[src/rv32i_macros.svh]
`ifndef RV32I_MACROS_SVH
`define RV32I_MACROS_SVH

// data and address word width.
`define XLEN 32

// register index width.
`define REG_ADDR_W 5

// architectural integer registers including x0.
`define NUM_REGS 32

// data memory depth in words.
`define DMEM_WORDS 256

// word index width as log2 of the depth.
`define DMEM_ADDR_W 8

`endif

[src/rv32i_types.sv]
`include "rv32i_macros.svh"

package rv32i_types;

    typedef logic [`XLEN-1:0] word_t;
    typedef logic [`REG_ADDR_W-1:0] reg_idx_t;
    typedef logic [(`XLEN/8)-1:0] byte_en_t;

    // source of the value written back to rd.
    typedef enum logic [3:0] {
        alu_out_wb  = 4'd0,
        br_en_wb    = 4'd1,
        u_imm_wb    = 4'd2,
        lw_wb       = 4'd3,
        pc_plus4_wb = 4'd4,
        lb_wb       = 4'd5,
        lbu_wb      = 4'd6,
        lh_wb       = 4'd7,
        lhu_wb      = 4'd8
    } regf_m_sel_t;

    // store access size.
    typedef enum logic [1:0] {
        mem_b = 2'd0,
        mem_h = 2'd1,
        mem_w = 2'd2
    } mem_width_t;

    typedef struct packed {
        regf_m_sel_t    regf_m_sel;
        logic           regf_we;
    } wb_signal_t;

    typedef struct packed {
        logic           valid;
        word_t          pc;
        word_t          alu_out;
        word_t          br_en;
        word_t          u_imm;
        word_t          rs2_v;
        reg_idx_t       rd_s;
        logic           mem_we;
        mem_width_t     mem_width;
        wb_signal_t     wb_signal;
    } ex_mem_stage_reg_t;

    typedef struct packed {
        logic           valid;
        word_t          pc;
        word_t          alu_out;
        word_t          br_en;
        word_t          u_imm;
        word_t          lw;
        word_t          lb;
        word_t          lbu;
        word_t          lh;
        word_t          lhu;
        reg_idx_t       rd_s;
        wb_signal_t     wb_signal;
    } mem_wb_stage_reg_t;

endpackage

[src/regf_wr_if.sv]
`timescale 1ns/1ns

interface regf_wr_if
    import rv32i_types::*;
();

    reg_idx_t   rd_s;
    word_t      rd_v;
    logic       regf_we;
    logic       valid;

    // write-back stage side.
    modport src (
        output rd_s,
        output rd_v,
        output regf_we,
        output valid
    );

    // register file side.
    modport dst (
        input rd_s,
        input rd_v,
        input regf_we,
        input valid
    );

endinterface

[src/regfile.sv]
`timescale 1ns/1ns
`include "rv32i_macros.svh"

module regfile
    import rv32i_types::*;
(
    input  logic        clk,
    input  logic        rst_n,
    regf_wr_if.dst      wr,
    input  reg_idx_t    rs1_s,
    input  reg_idx_t    rs2_s,
    output word_t       rs1_v,
    output word_t       rs2_v
);

    // x0 has no storage.
    word_t  regs [1:`NUM_REGS-1];
    logic   wr_en;

    assign wr_en = wr.valid & wr.regf_we & (wr.rd_s != '0);

    always_ff @(posedge clk) begin
        if (!rst_n) begin
            for (int i = 1; i < `NUM_REGS; i++) begin
                regs[i] <= '0;
            end
        end else if (wr_en) begin
            regs[wr.rd_s] <= wr.rd_v;
        end
    end

    // same-cycle write forwarded to the read ports.
    always_comb begin
        if (rs1_s == '0) begin
            rs1_v = '0;
        end else if (wr_en && (rs1_s == wr.rd_s)) begin
            rs1_v = wr.rd_v;
        end else begin
            rs1_v = regs[rs1_s];
        end

        if (rs2_s == '0) begin
            rs2_v = '0;
        end else if (wr_en && (rs2_s == wr.rd_s)) begin
            rs2_v = wr.rd_v;
        end else begin
            rs2_v = regs[rs2_s];
        end
    end

endmodule

[src/flat_wrapper.sv]
// flat-port wrapper written by rule: the top's interface ports become plain ports
module regfile_flat import rv32i_types::*;
  (clk, rst_n, rs1_s, rs2_s, rs1_v, rs2_v, wr_rd_s, wr_rd_v, wr_regf_we, wr_valid);
  regf_wr_if wr_i ();
  input  logic clk;
  input  logic rst_n;
  input  reg_idx_t rs1_s;
  input  reg_idx_t rs2_s;
  output word_t rs1_v;
  output word_t rs2_v;
  input wire logic [$bits(wr_i.rd_s)-1:0] wr_rd_s;
  input wire logic [$bits(wr_i.rd_v)-1:0] wr_rd_v;
  input wire logic [$bits(wr_i.regf_we)-1:0] wr_regf_we;
  input wire logic [$bits(wr_i.valid)-1:0] wr_valid;
  assign wr_i.rd_s = wr_rd_s;
  assign wr_i.rd_v = wr_rd_v;
  assign wr_i.regf_we = wr_regf_we;
  assign wr_i.valid = wr_valid;
  regfile u_core (.clk(clk), .rst_n(rst_n), .wr(wr_i), .rs1_s(rs1_s), .rs2_s(rs2_s), .rs1_v(rs1_v), .rs2_v(rs2_v));
endmodule
[config.mk]
export PLATFORM = sky130hd
export DESIGN_NAME = regfile_flat
export DESIGN_NICKNAME = d
export VERILOG_FILES = /design/src/rv32i_types.sv /design/src/regf_wr_if.sv /design/src/regfile.sv /design/src/flat_wrapper.sv
export VERILOG_INCLUDE_DIRS = /design/src
export SDC_FILE = /design/constraint.sdc
export NUM_CORES = 2
export LEC_CHECK = 0
export ABC_AREA = 1
export BUFFER_PORTS_ARGS = -buffer_cell sky130_fd_sc_hd__buf_2
export CAP_MARGIN = 40
export CORE_MARGIN = 2
export CORE_UTILIZATION = 30
export DETAILED_ROUTE_END_ITERATION = 10
export PLACE_DENSITY_LB_ADDON = 0.08
export RECOVER_POWER = 50
export SYNTH_ARGS = -nofsm -noshare
export SYNTH_HDL_FRONTEND = slang
export SYNTH_SLANG_ARGS = --single-unit
[constraint.sdc]
create_clock -name clk -period 3.76 [get_ports clk]
set_input_delay 0.376 -clock clk [delete_from_list [all_inputs] [get_ports clk]]
set_output_delay 0.376 -clock clk [all_outputs]
set_load 0.02 [all_outputs]
### Yosys cells after proc, flatten, opt, wreduce, memory -nomap -nowiden

Memories as Yosys holds them, arrays and structs flattened.
Cells that the tools add are included.

| storage, ports and cells | value |
|---|---|
| output and inout bits | 64 |
| bits of input ports | 51 |
| memory bits (writable) | 992 |
| logic and storage cells | 22 |
| register bits | 0 |
| memories kept | 1 |

Memory list:

| memory | words | width | read ports | clocked after memory_dff | wr ports | line | source |
|---|---|---|---|---|---|---|---|
| u_core.regs | 31 | 32 | 2 | 0 | 31 | regfile.sv:17 | `` word_t regs [1:`NUM_REGS-1]; `` |

| operators by class | value |
|---|---|
| reductions and logical operators | 6 |
| eq/ne operators | 2 |
| muxes and demuxes | 11 |
| bitwise logic cells | 2 |

Operators by type and width:

| cell | number |
|---|---|
| $mux 32 | 5 |
| $reduce_or 32->1 | 1 |
| $eq 5x5->1 | 2 |
| $logic_not 5->1 | 2 |
| $mux 1 | 5 |
| $mux 5 | 1 |
| $reduce_bool 5->1 | 1 |
| $and 1x1->1 | 2 |
| $logic_and 1x1->1 | 2 |

### Depth between registers and ports, before layout

| logic depth | value |
|---|---|
| depth after elaboration | 7 |
| depth in mapped cells | 13 |
| depth with buffers taken out | 11 |

### Worst setup path after synthesis

No wires, ideal clock.

| path | value |
|---|---|
| kind | input port to flip-flop |
| from | in wr_rd_s[2] |
| to | mem u_core.regs[10][0] (netlist name) (enable) |
| buffers on the path | 2 |
| setup slack | 1.167 ns |
| cell stages on the path | 10 |
| data required time | 3.371 ns |
| setup time | 0.389 ns |
| arrival | 2.203 ns |
| cells stage by stage | buf_4 -> nor3_2 -> nand2_1 -> nand2_1 -> nor2_2 -> inv_1 -> nor3_4 -> nand2_1 -> buf_6 -> nand2_1 |

RTL lines:

| element | line | source |
|---|---|---|
| from (decl) | flat_wrapper.sv:11 | `input wire logic [$bits(wr_i.rd_s)-1:0] wr_rd_s;` |
| to (decl) | regfile.sv:17 |  |

==> metrics <==
hold path cells 2; Tcrit/Tclk final 0.937; kind of critical path in -> reg; max incr delay on CP 1.27 ns; DRC Markers 0; Hold Crit Class in -> reg; vias in the first global route 49,861; power per standard cell area 449 nW/µm²; GP Congestion 0.853; first-pass GRT wire length 390 mm; Pleak 27.8 nW; x dimension of the die 448 µm; worst slew pin tran 2.46 ns; CP endpoint kind flip-flop; Initial Utilization 0.302; number of flip-flops under the largest register name 1,024; drt wl/cell 27.7 µm; worst slack, placed 0.676 ns; drt pass-1 iters 8; cell taking the most area after synthesis edfxtp_1; clock slew at reported path FFs 0.06 ns; CP startpoint kind input pin; CTS tree yes; Seq/Total Area, Yosys 0.521; FILL cells 20,297; vias per cell 5.30; Biggest register u_core.regs; # IOs 115; worst hold endpoint u_core.regs[0][31]; layout cells sized above 1 0.0805; failing checks capacitance limit, slew limit; die extent in y 448 µm; top_reg_cell synth edfxtp_1; Synth Instances 7,412; Final Hold Fails 0; fin crit period 3.52 ns; Tot Pwr 30.1 mW; layout net count 7,397; hpwl dp 164 mm; CP Cell Sequence clkbuf_1 > nor3_1 > nand2_1 > nand2_1 > nor2_1 > inv_1 > nor3_1 > nand2_2 > nand2_1 > buf_12; f_max 284 MHz; crit path max-delay cell type nor3_1; H-tree levels 4; outcome finished, violations left; Area contributors post-synth edfxtp_1 52%, nand2_1 11%, nor2_1 8.6%, nand3_1 8.3%, inv_1 4.2%; pin count of the biggest net entering global routing 117; Critical Path Fanout Max 15; mean post-synth cell area 7.96 µm²; Hold WS 0.401 ns; core area 195,000 µm²; GR Util All Layers 0.275; Clock Sink Count 1,024; Slew HR -0.642; final WL 279 mm; CTS root buf clkbuf_16; Final ANT Viol Nets 0; Post-synth EDFFs 1,024; fraction of registers with async set/reset 0; Synth cell types 25; Setup WS post-layout 0.236 ns; DRT iter0 DRCs 5,946; max-slew violation count 568; #FFs+latches synth 1,024; total gr overflow 0; unrepaired setup endpoints after global routing false; # rows 162; hold_sp wr_rd_v[31]; initial antenna violation count 14; total die area 200,000 µm²; synthesized area 59,000 µm²; vias 53,430; most used cell, CP nand2_1; port bufs 114; Synth-to-Final Area Change 13.4%; Worst VDD drop 0.512 mV; Max Root-Sink Buffers 3; CTS buffer count 134; Arr. time, crit path 3.98 ns; max-cap check violation count 25; final setup fails 0; Setup TNS 0 ns; Yosys top cell area share 0.521; yosys warns 0; data required time of the worst path 4.22 ns; biggest regs u_core.regs (1024)
-- final cells by class --
type                            instances  area, µm²  area share
Sequential cell                      1024      30700       0.459
Tap cell                             2624       3280      0.0491
Multi-Input combinational cell       5120      22500       0.336
Clock inverter                         59        397     0.00593
Antenna cell                            8       20.0    0.000299
Timing Repair Buffer                  403       3810      0.0570
Inverter                              663       2520      0.0376
Clock buffer                          181       3640      0.0543
-- routing by layer --
| layer | part of all wire | wire, µm | GRT usage | vias to the layer above |
|---|---|---|---|---|
| met1 | 0.43 | 119000 | 0.374 | 26406 |
| met5 | 0.000039 | 11 | 0 | - |
| met2 | 0.46 | 129000 | 0.442 | 2361 |
| met3 | 0.070 | 19700 | 0.0349 | 476 |
| met4 | 0.042 | 11900 | 0.113 | 2 |
| li1 | - | - | - | 24185 |
-- cell usage in the layout (no fill, tap or decap), types with 32 or more instances in the layout --
master / count
o21ai_0: 415
buf_4: 128
nand2_2: 35
buf_2: 73
clkinv_1: 35
nand3_1: 975
dlygate4sd3_1: 32
o211ai_1: 231
or2_2: 64
clkbuf_16: 139
a21oi_1: 261
inv_1: 653
conb_1: 32
nor2_1: 1349
clkbuf_1: 92
buf_12: 76
edfxtp_1: 1024
nand2_1: 1727
-- kinds of logic after synthesis --
family / synth area share
DFF: 0.521
other: 0.0000635
AOI/OAI and AO/OA: 0.0870
xor gates and xnor gates: 0.000594
buffers and inverters: 0.101
and+or+nand+nor: 0.290
-- critical path: cells and delay by family --
kind          cells  cell delay, ns
buf+inv           3            0.74
simple gates      7            2.78
-- metrics by stage --
step | util | instance area [µm²] | cells
2_1_floorplan | - | 59100 | 7443
3_3_place_gp | 0.321 | 62700 | 9793
3_5_place_dp | 0.323 | 63000 | 9802
4_1_cts | 0.345 | 67300 | 10074
5_1_grt | 0.343 | 66900 | 10077
6_report | 0.343 | 66900 | 10082
-- Yosys cell counts (all sizes together), types with 5 or more instances --
library cell  count
inv             663
clkbuf          278
o21ai           418
nand2          1763
nand3           976
edfxtp         1024
nor3             13
nand4             5
nor2           1353
or2              64
buf             358
o211ai          231
a21oi           261
-- timing repair --
item                                   4_1_cts  5_1_grt
setup endpoints to repair                    0        0
endpoints found under the hold margin       35        0
resized for setup                            0        0
setup buffers                                0        0
hold buffers                                32        0
-- where the power goes --
| part | switching (mW) | internal [mW] |
|---|---|---|
| Sequential | 0.243 | 13.2 |
| Combinational | 3.24 | 1.17 |
| Clock | 5.29 | 6.97 |
| Total | 8.78 | 21.3 |
-- worst max path at each step --
stage                       start                 end  slack, ns
2_1_floorplan          wr_rd_s[2]  u_core.regs[10][0]       1.17
3_3_place_gp             rs2_s[1]           rs2_v[21]       0.62
3_5_place_dp             rs2_s[1]           rs2_v[21]       0.68
4_1_cts        u_core.regs[5][21]           rs1_v[21]       0.62
5_1_grt                wr_rd_s[2]   u_core.regs[9][9]       0.22
6_report               wr_rd_s[2]  u_core.regs[6][18]       0.24
(Power assumes the default switching activity.)
