==> config.mk <==
export PLATFORM = sky130hd
export DESIGN_NAME = wb_stage_flat
export DESIGN_NICKNAME = d
export VERILOG_FILES = /design/src/rv32i_types.sv /design/src/regf_wr_if.sv /design/src/wb_stage.sv /design/src/flat_wrapper.sv
export VERILOG_INCLUDE_DIRS = /design/src
export SDC_FILE = /design/constraint.sdc
export NUM_CORES = 1
export LEC_CHECK = 0
export BUFFER_PORTS_ARGS = -buffer_cell sky130_fd_sc_hd__buf_2
export CAP_MARGIN = 20
export CORE_AREA = 2 2 131 133
export DETAILED_ROUTE_END_ITERATION = 10
export DIE_AREA = 0 0 133 135
export GPL_TIMING_DRIVEN = 0
export PLACE_DENSITY = 0.47
export SLEW_MARGIN = 0
export SYNTH_ARGS = -nofsm -noshare
export SYNTH_HDL_FRONTEND = slang
export SYNTH_SLANG_ARGS = --single-unit
==> constraint.sdc <==
create_clock -name vclk -period 1.48
set_input_delay 0.074 -clock vclk [all_inputs]
set_output_delay 0.074 -clock vclk [all_outputs]
set_load 0.01 [all_outputs]
==> src/rv32i_macros.svh <==
`ifndef RV32I_MACROS_SVH
`define RV32I_MACROS_SVH

// data and address word width.
`define XLEN 32

// register index width.
`define REG_ADDR_W 5

// architectural integer registers including x0.
`define NUM_REGS 32

// data memory depth in words.
`define DMEM_WORDS 256

// word index width as log2 of the depth.
`define DMEM_ADDR_W 8

`endif

==> src/rv32i_types.sv <==
`include "rv32i_macros.svh"

package rv32i_types;

    typedef logic [`XLEN-1:0] word_t;
    typedef logic [`REG_ADDR_W-1:0] reg_idx_t;
    typedef logic [(`XLEN/8)-1:0] byte_en_t;

    // source of the value written back to rd.
    typedef enum logic [3:0] {
        alu_out_wb  = 4'd0,
        br_en_wb    = 4'd1,
        u_imm_wb    = 4'd2,
        lw_wb       = 4'd3,
        pc_plus4_wb = 4'd4,
        lb_wb       = 4'd5,
        lbu_wb      = 4'd6,
        lh_wb       = 4'd7,
        lhu_wb      = 4'd8
    } regf_m_sel_t;

    // store access size.
    typedef enum logic [1:0] {
        mem_b = 2'd0,
        mem_h = 2'd1,
        mem_w = 2'd2
    } mem_width_t;

    typedef struct packed {
        regf_m_sel_t    regf_m_sel;
        logic           regf_we;
    } wb_signal_t;

    typedef struct packed {
        logic           valid;
        word_t          pc;
        word_t          alu_out;
        word_t          br_en;
        word_t          u_imm;
        word_t          rs2_v;
        reg_idx_t       rd_s;
        logic           mem_we;
        mem_width_t     mem_width;
        wb_signal_t     wb_signal;
    } ex_mem_stage_reg_t;

    typedef struct packed {
        logic           valid;
        word_t          pc;
        word_t          alu_out;
        word_t          br_en;
        word_t          u_imm;
        word_t          lw;
        word_t          lb;
        word_t          lbu;
        word_t          lh;
        word_t          lhu;
        reg_idx_t       rd_s;
        wb_signal_t     wb_signal;
    } mem_wb_stage_reg_t;

endpackage

==> src/regf_wr_if.sv <==
`timescale 1ns/1ns

interface regf_wr_if
    import rv32i_types::*;
();

    reg_idx_t   rd_s;
    word_t      rd_v;
    logic       regf_we;
    logic       valid;

    // write-back stage side.
    modport src (
        output rd_s,
        output rd_v,
        output regf_we,
        output valid
    );

    // register file side.
    modport dst (
        input rd_s,
        input rd_v,
        input regf_we,
        input valid
    );

endinterface

==> src/wb_stage.sv <==
`timescale 1ns/1ns

module wb_stage
    import rv32i_types::*;
(
    input  mem_wb_stage_reg_t   mem_wb_stage_reg,
    regf_wr_if.src              wr
);

    wb_signal_t wb_signal;
    word_t      pc_plus4;
    word_t      wb_val;

    assign wb_signal = mem_wb_stage_reg.wb_signal;

    // link value for jal and jalr.
    assign pc_plus4 = mem_wb_stage_reg.pc + word_t'(4);

    always_comb begin
        wb_val = '0;
        case (wb_signal.regf_m_sel)
            alu_out_wb: begin
                wb_val = mem_wb_stage_reg.alu_out;
            end
            br_en_wb: begin
                wb_val = mem_wb_stage_reg.br_en;
            end
            u_imm_wb: begin
                wb_val = mem_wb_stage_reg.u_imm;
            end
            lw_wb: begin
                wb_val = mem_wb_stage_reg.lw;
            end
            pc_plus4_wb: begin
                wb_val = pc_plus4;
            end
            lb_wb: begin
                wb_val = mem_wb_stage_reg.lb;
            end
            lbu_wb: begin
                wb_val = mem_wb_stage_reg.lbu;
            end
            lh_wb: begin
                wb_val = mem_wb_stage_reg.lh;
            end
            lhu_wb: begin
                wb_val = mem_wb_stage_reg.lhu;
            end
            default: begin
                wb_val = '0;
            end
        endcase
    end

    assign wr.rd_s    = mem_wb_stage_reg.rd_s;
    assign wr.rd_v    = wb_val;
    assign wr.regf_we = wb_signal.regf_we;
    assign wr.valid   = mem_wb_stage_reg.valid;

endmodule

==> src/flat_wrapper.sv <==
// flat-port wrapper written by rule: the top's interface ports become plain ports
module wb_stage_flat import rv32i_types::*;
  (mem_wb_stage_reg, wr_rd_s, wr_rd_v, wr_regf_we, wr_valid);
  regf_wr_if wr_i ();
  input  mem_wb_stage_reg_t mem_wb_stage_reg;
  output wire logic [$bits(wr_i.rd_s)-1:0] wr_rd_s;
  output wire logic [$bits(wr_i.rd_v)-1:0] wr_rd_v;
  output wire logic [$bits(wr_i.regf_we)-1:0] wr_regf_we;
  output wire logic [$bits(wr_i.valid)-1:0] wr_valid;
  assign wr_rd_s = wr_i.rd_s;
  assign wr_rd_v = wr_i.rd_v;
  assign wr_regf_we = wr_i.regf_we;
  assign wr_valid = wr_i.valid;
  wb_stage u_core (.mem_wb_stage_reg(mem_wb_stage_reg), .wr(wr_i));
endmodule
# [Word level (Yosys, flattened, before mapping)]
# Index checks and enable logic that the tools add are counted.
[totals] regBits=0 inputBits=299 output_inout_bits=39
[op_classes] addsub=1 eq_ne=8 mux=1 reduce_logical=1
[ops] cell="$pmux 32 s9" count=1
[ops] cell="$add 32x3->32 const B" count=1
[ops] cell="$eq 4x3->1 const B" count=4
[ops] cell="$eq 4x2->1 const B" count=2
[ops] cell="$eq 4x1->1 const B" count=1
[ops] cell="$eq 4x4->1 const B" count=1
[ops] cell="$logic_not 4->1" count=1

# [Logic depth before layout (Yosys ltp)]
# Gate-level depths: netlist of the first run.
[depth] depth_word=2 mapped_depth=8

# [Worst setup path before layout of the first run]
# Ideal clock, no wire load.
[synth_path] kind="input port to output port" from="in mem_wb_stage_reg[1] in the netlist's numbering" to="out wr_rd_v[12]" t_arrival_ns=1.410 required_ns=1.406 slack_ns=-0.004 path_stages=8 cell_sequence="buf_2 -> nor2b_1 -> buf_2 -> buf_1 -> a22oi_1 -> nand2_1 -> o21ai_0 -> o21ai_0"
[synth_via] elab_chain_cells=2 word_cells_on_any_way=10 classes_between="eq/ne (8); mux (1); reduce/logical (1)"
[synth_lines] item="from (decl)" line="flat_wrapper.sv:5" source="input mem_wb_stage_reg_t mem_wb_stage_reg;"
[synth_lines] item="$eq 4x4->1, or another cell as far along" line="wb_stage.sv:21" source="case (wb_signal.regf_m_sel)"
[synth_lines] item="$pmux 32 s9 *" line="wb_stage.sv:21"
[synth_lines] item="to (decl)" line="flat_wrapper.sv:7" source="output wire logic [$bits(wr_i.rd_v)-1:0] wr_rd_v;"
# Mark *: on every way between the ends. The rest lies on a longest branch, timed or not.

# [Final worst setup path of the first run]
[layout_path] from="in mem_wb_stage_reg[268] in the netlist's numbering" to="out wr_rd_v[28]"
[layout_via] elab_chain_cells=2
[layout_lines] item="$add 32x3->32" line="wb_stage.sv:17" source="assign pc_plus4 = mem_wb_stage_reg.pc + word_t'(4);"
[layout_lines] item="$pmux 32 s9" line="wb_stage.sv:21"
# No other way between the ends.

==> impl_metrics.ini, run 1 <==
[logic_synthesis]
ys_top_cells_by_area = mux2i_1, a22oi_1, o21ai_0, xor2_1, nand2_1
synth-warning-count = 0
syn-num-nets = 719
avgSynthCellArea_sq_um = 7.00
synth-seq-area-share_pct = 0
syn_area_sq_um = 2930
yosys.area.top_type_share_pct = 13.3
syn_inst = 419
synth_area_leader_cell = mux2i_1
ys_types = 54

[floorplan]
fp.coreArea_sq_um = 16400
start_util_pct = 17.9
chipHeight_um = 135
die_area_sq_um = 18000
fp-row-count = 47
dieWidth_um = 133
io_pins = 338

[finish]
seq_cell_count = 0
final_area_sq_um = 7180
nNetsFinal = 1139
nFillCells = 1660
final_util_pct = 43.7
ff_latch_area_sq_um = 0
area_growth_pct = 145
multi_input_area_sq_um = 3570
clockBufferCount = 0
drive_gt1_share_pct = 71.8

[placement]
postPlaceCellArea_sq_um = 4850
routabilityCongestion = 0.865
place.port_buffers = 328
hpwl_um = 19600
pre_cts_ws_ps = -1320

[global_route]
grtUsageTotal_pct = 27.4
grt_pass1_vias = 5596
grt-ovfl-total = 0
grt_max_degree = 12
grt_first_pass_wirelength_um = 36400
antenna_found_initial = 1

[pwr]
cellPowerDensity_nw_per_um2 = 295
p_leak_nw = 3.33
total_power_mw = 2.12
ir_worst_vdd_uv = 112

[status]
violations = negative setup slack
status = finished, violations left

[flow_run]
maxCapViolations = 0

[timing]
hold_viol_final = 0
slew_headroom_pct = 70.3
rsz0062_at_grt = true
setup_ws_ps = -179
timing.hold.ws_ps = 332
finalCritPeriodShare_pct = 112
setup_viol = 26
clock.fmax_mhz = 603
finalMaxSlewViolations = 0
worst_pin_slew_ps = 445
min_period_ps = 1660

[detailed_routing]
post-route-drc-count = 0
dr.pass1.iters = 5
drt-initial-drc-count = 382
detail-route-antenna-nets = 0
viasPerCell = 5.23
routedWlPerCell_um = 25.0
wirelength_um = 26500
vias = 5534

[worst_setup_path]
path_max_fanout = 4
startpoint_type = input port
arrival_ps = 1590
worstSetupPathType = input port to output port
worst_setup_path_end_kind = output port
worst_ep_required_time_ps = 1410

[min_path]
holdCritPathClass = input port to output port
-- final cells by class --
class	count	share of cell area [%]
antenna	1	0.0349
buffer	38	7.39
inverter	1	0.0523
multi-input combinational	376	49.7
tap	220	3.84
timing repair buffer	422	39.0
-- metal layers --
layer / up-vias / routed length (um) / track usage (%)
met5: - / 0 / 0
met4: 0 / 642 / 6.09
met3: 32 / 1950 / 3.98
met2: 323 / 13000 / 48.5
met1: 2652 / 10800 / 35.2
li1: 2527 / - / -
-- where the power goes --
group	switching, mW	total, mW	internal (mW)
clock	0	0.0000000908	0.0000000908
combinational	1.03	2.12	1.09
sequential	0	0	0
total	1.03	2.12	1.09
-- worst paths after layout --
path / from / to / slack [ps] / depth (start not counted)
worst min-delay path: mem_wb_stage_reg[8] / wr_rd_s[3] / 330 / 2
worst max-delay path: mem_wb_stage_reg[268] / wr_rd_v[28] / -180 / 8
-- repair_timing --
item	CTS	global route
hold buffers	0	0
pin swaps	48	46
resized for setup	286	76
endpoints found under the setup margin	32	32
cloned	8	2
setup buffers	64	22
-- through the flow --
| step | instances | TNS [ps] |
|---|---|---|
| finish | 1058 | -2220 |
| global route | 1058 | -3930 |
| global placement | 967 | -31730 |
| floorplan | 419 | 0 |
| CTS | 1034 | -1860 |
| detailed placement | 967 | -31200 |
-- cell usage after synthesis, types with 2 or more instances --
library cell and instances:
mux2i_1 39, a21oi_1 7, nand2b_1 7, and2_1 3
o22ai_1 7, clkbuf_1 14, xor2_1 16, a22oi_1 40
a221oi_1 11, and3_1 5, o211ai_1 4, or2_2 2
xnor2_1 9, buf_4 7, and4_1 2, a311oi_1 4
a32oi_1 6, o21ai_0 39, nand3_1 16, buf_2 16
mux4_2 3, mux2_2 10, o221ai_1 11, o32ai_1 5
nand4_2 2, nor3_1 11, or4_1 3, nand2_1 33
nor3_2 4, a22o_1 5, nor2b_1 10, nor2_1 20
nand4_1 11, a211oi_1 12, buf_1 6
-- logic make-up (layout without fill, tap and decap cells) --
| logic type | after synthesis | count (layout) | synth area share, % |
|---|---|---|---|
| other | 0 | 1 | 0 |
| adders and majority gates | 1 | 1 | 0.427 |
| and+or+nand+nor | 139 | 140 | 27.2 |
| muxes | 52 | 52 | 19.5 |
| xor gates and xnor gates | 25 | 25 | 7.47 |
| buffers and inverters | 44 | 461 | 7.21 |
| AOI/OAI and AO/OA | 158 | 158 | 38.2 |
-- cells in the final DEF, fill, tap and decap left out, drive strengths merged, types with 5 or more instances in the layout --
master and count:
nand2b 7, a21oi 7, nand4 13, a22oi 40, o32ai 5, o221ai 11, a211oi 12, buf 445
xor2 16, a221oi 11, clkbuf 13, mux2 10, a22o 5, o21ai 40, nand2 33, and3 5
nor2b 10, mux2i 39, xnor2 9, nand3 17, a32oi 6, nor2 21, o22ai 7, nor3 16
-- critical path, cell delays in order --
cell and delay (ps):
buf_8 90, ha_4 130, and4_4 230, and3_4 180
nand4_1 150, or4_1 510, nand3_1 90, buf_2 130
Note: power is estimated with default switching activity, not from simulation.
==> run 2: changes to the inputs <==
RECOVER_POWER = 25   (was not set)
SETUP_SLACK_MARGIN = 0.15   (was not set)
==> impl_metrics.ini, run 2 (same netlist as run 1, synthesis figures left out) <==
[status]
status = finished, violations left
violations = negative setup slack

[detailed_routing]
detail-route-antenna-nets = 0
drt-initial-drc-count = 352
routedWlPerCell_um = 24.9
viasPerCell = 5.27
wirelength_um = 26100
vias = 5515
dr.pass1.iters = 5
post-route-drc-count = 0

[timing]
min_period_ps = 1710
slew_headroom_pct = 62.4
hold_viol_final = 0
clock.fmax_mhz = 586
timing.hold.ws_ps = 332
setup_viol = 30
setup-tns-final_ps = -3680
worst_pin_slew_ps = 563
finalCritPeriodShare_pct = 115
finalMaxSlewViolations = 0
setup_ws_ps = -226
rsz0062_at_grt = true

[floorplan]
fp.coreArea_sq_um = 16400
chipHeight_um = 135
start_util_pct = 17.9
die_area_sq_um = 18000
dieWidth_um = 133
io_pins = 338
fp-row-count = 47

[placement]
pre_cts_ws_ps = -1140
place.port_buffers = 328
dp.cells = 967
postPlaceCellArea_sq_um = 4920
routabilityCongestion = 0.880
hpwl_um = 19500

[finish]
area_growth_pct = 139
clockBufferCount = 0
nFillCells = 1725
seq_cell_count = 0
instances_no_fill = 1047
final_util_pct = 42.8
nNetsFinal = 1128
multi_input_area_sq_um = 3530
drive_gt1_share_pct = 70.3
ff_latch_area_sq_um = 0
final_common_cell = buf_2
final_area_sq_um = 7020
layout_common_cells = buf_2, buf_4, mux2i_1

[global_route]
grt_first_pass_wirelength_um = 36200
antenna_found_initial = 1
grt-ovfl-total = 0
grtUsageTotal_pct = 27.3
grt_max_degree = 11
grt_pass1_vias = 5545

[worst_setup_path]
worst_setup_path_end_kind = output port
cp_slowest_stage_delay_ps = 520
cp_top_family = simple AND/OR/NAND/NOR gates
path_max_fanout = 5
crit_buf_inv = 2
critPathLaunch = mem_wb_stage_reg[281]
worstSetupPathType = input port to output port
arrival_ps = 1630
startpoint_type = input port
crit_chain = buf_2 > nand2_1 > nor3_2 > nand4_2 > or4_1 > nand3_2 > buf_6
worst_ep_required_time_ps = 1410
cpMaxStageDelayCell = or4_1

[pwr]
cellPowerDensity_nw_per_um2 = 297
p_leak_nw = 3.24
ir_worst_vdd_uv = 114
total_power_mw = 2.09

[min_path]
holdCritPathClass = input port to output port
hold_start = mem_wb_stage_reg[8]

[flow_run]
maxCapViolations = 0
[run 2: changes by cell type in the layout (fill, tap and decap cells not counted), sizes merged]
| cell | change |
|---|---|
| buf | -13 |
| clkbuf | +4 |
| bufbuf | -2 |
[run 2: report_power, final]
part	switching (mW)	total, mW	internal, mW	leakage (nW)
Combinational	1.03	2.09	1.06	3.24
Clock	0	0.0000000903	0.0000000903	0.00000634
Sequential	0	0	0	0
[run 2: final cells by class]
class / count / area share [%]
tap: 220 / 3.92
inverter: 1 / 0.0535
timing repair buffer: 407 / 37.4
multi-input combinational: 376 / 50.3
buffer: 42 / 8.31
antenna: 1 / 0.0357
[run 2: worst paths after layout]
check / cells past startpoint / endpoint
setup / recovery: 7 / wr_rd_v[29]
hold / removal: 2 / wr_rd_s[3]
[run 2: what timing repair did]
action	in CTS	in global routing
hold endpoints to repair	0	0
gates resized for setup	269	55
hold buffers	0	0
gates cloned	5	0
pin swaps	65	32
setup endpoints to repair	32	32
buffers inserted	66	9
[run 2: per-layer routing]
layer	part of all wire [%]	global-route usage (%)	wire, um
met5	0	0	0
met4	2.3	6.45	605
met3	6.8	2.97	1770
met2	48	47.0	12600
met1	43	36.6	11100
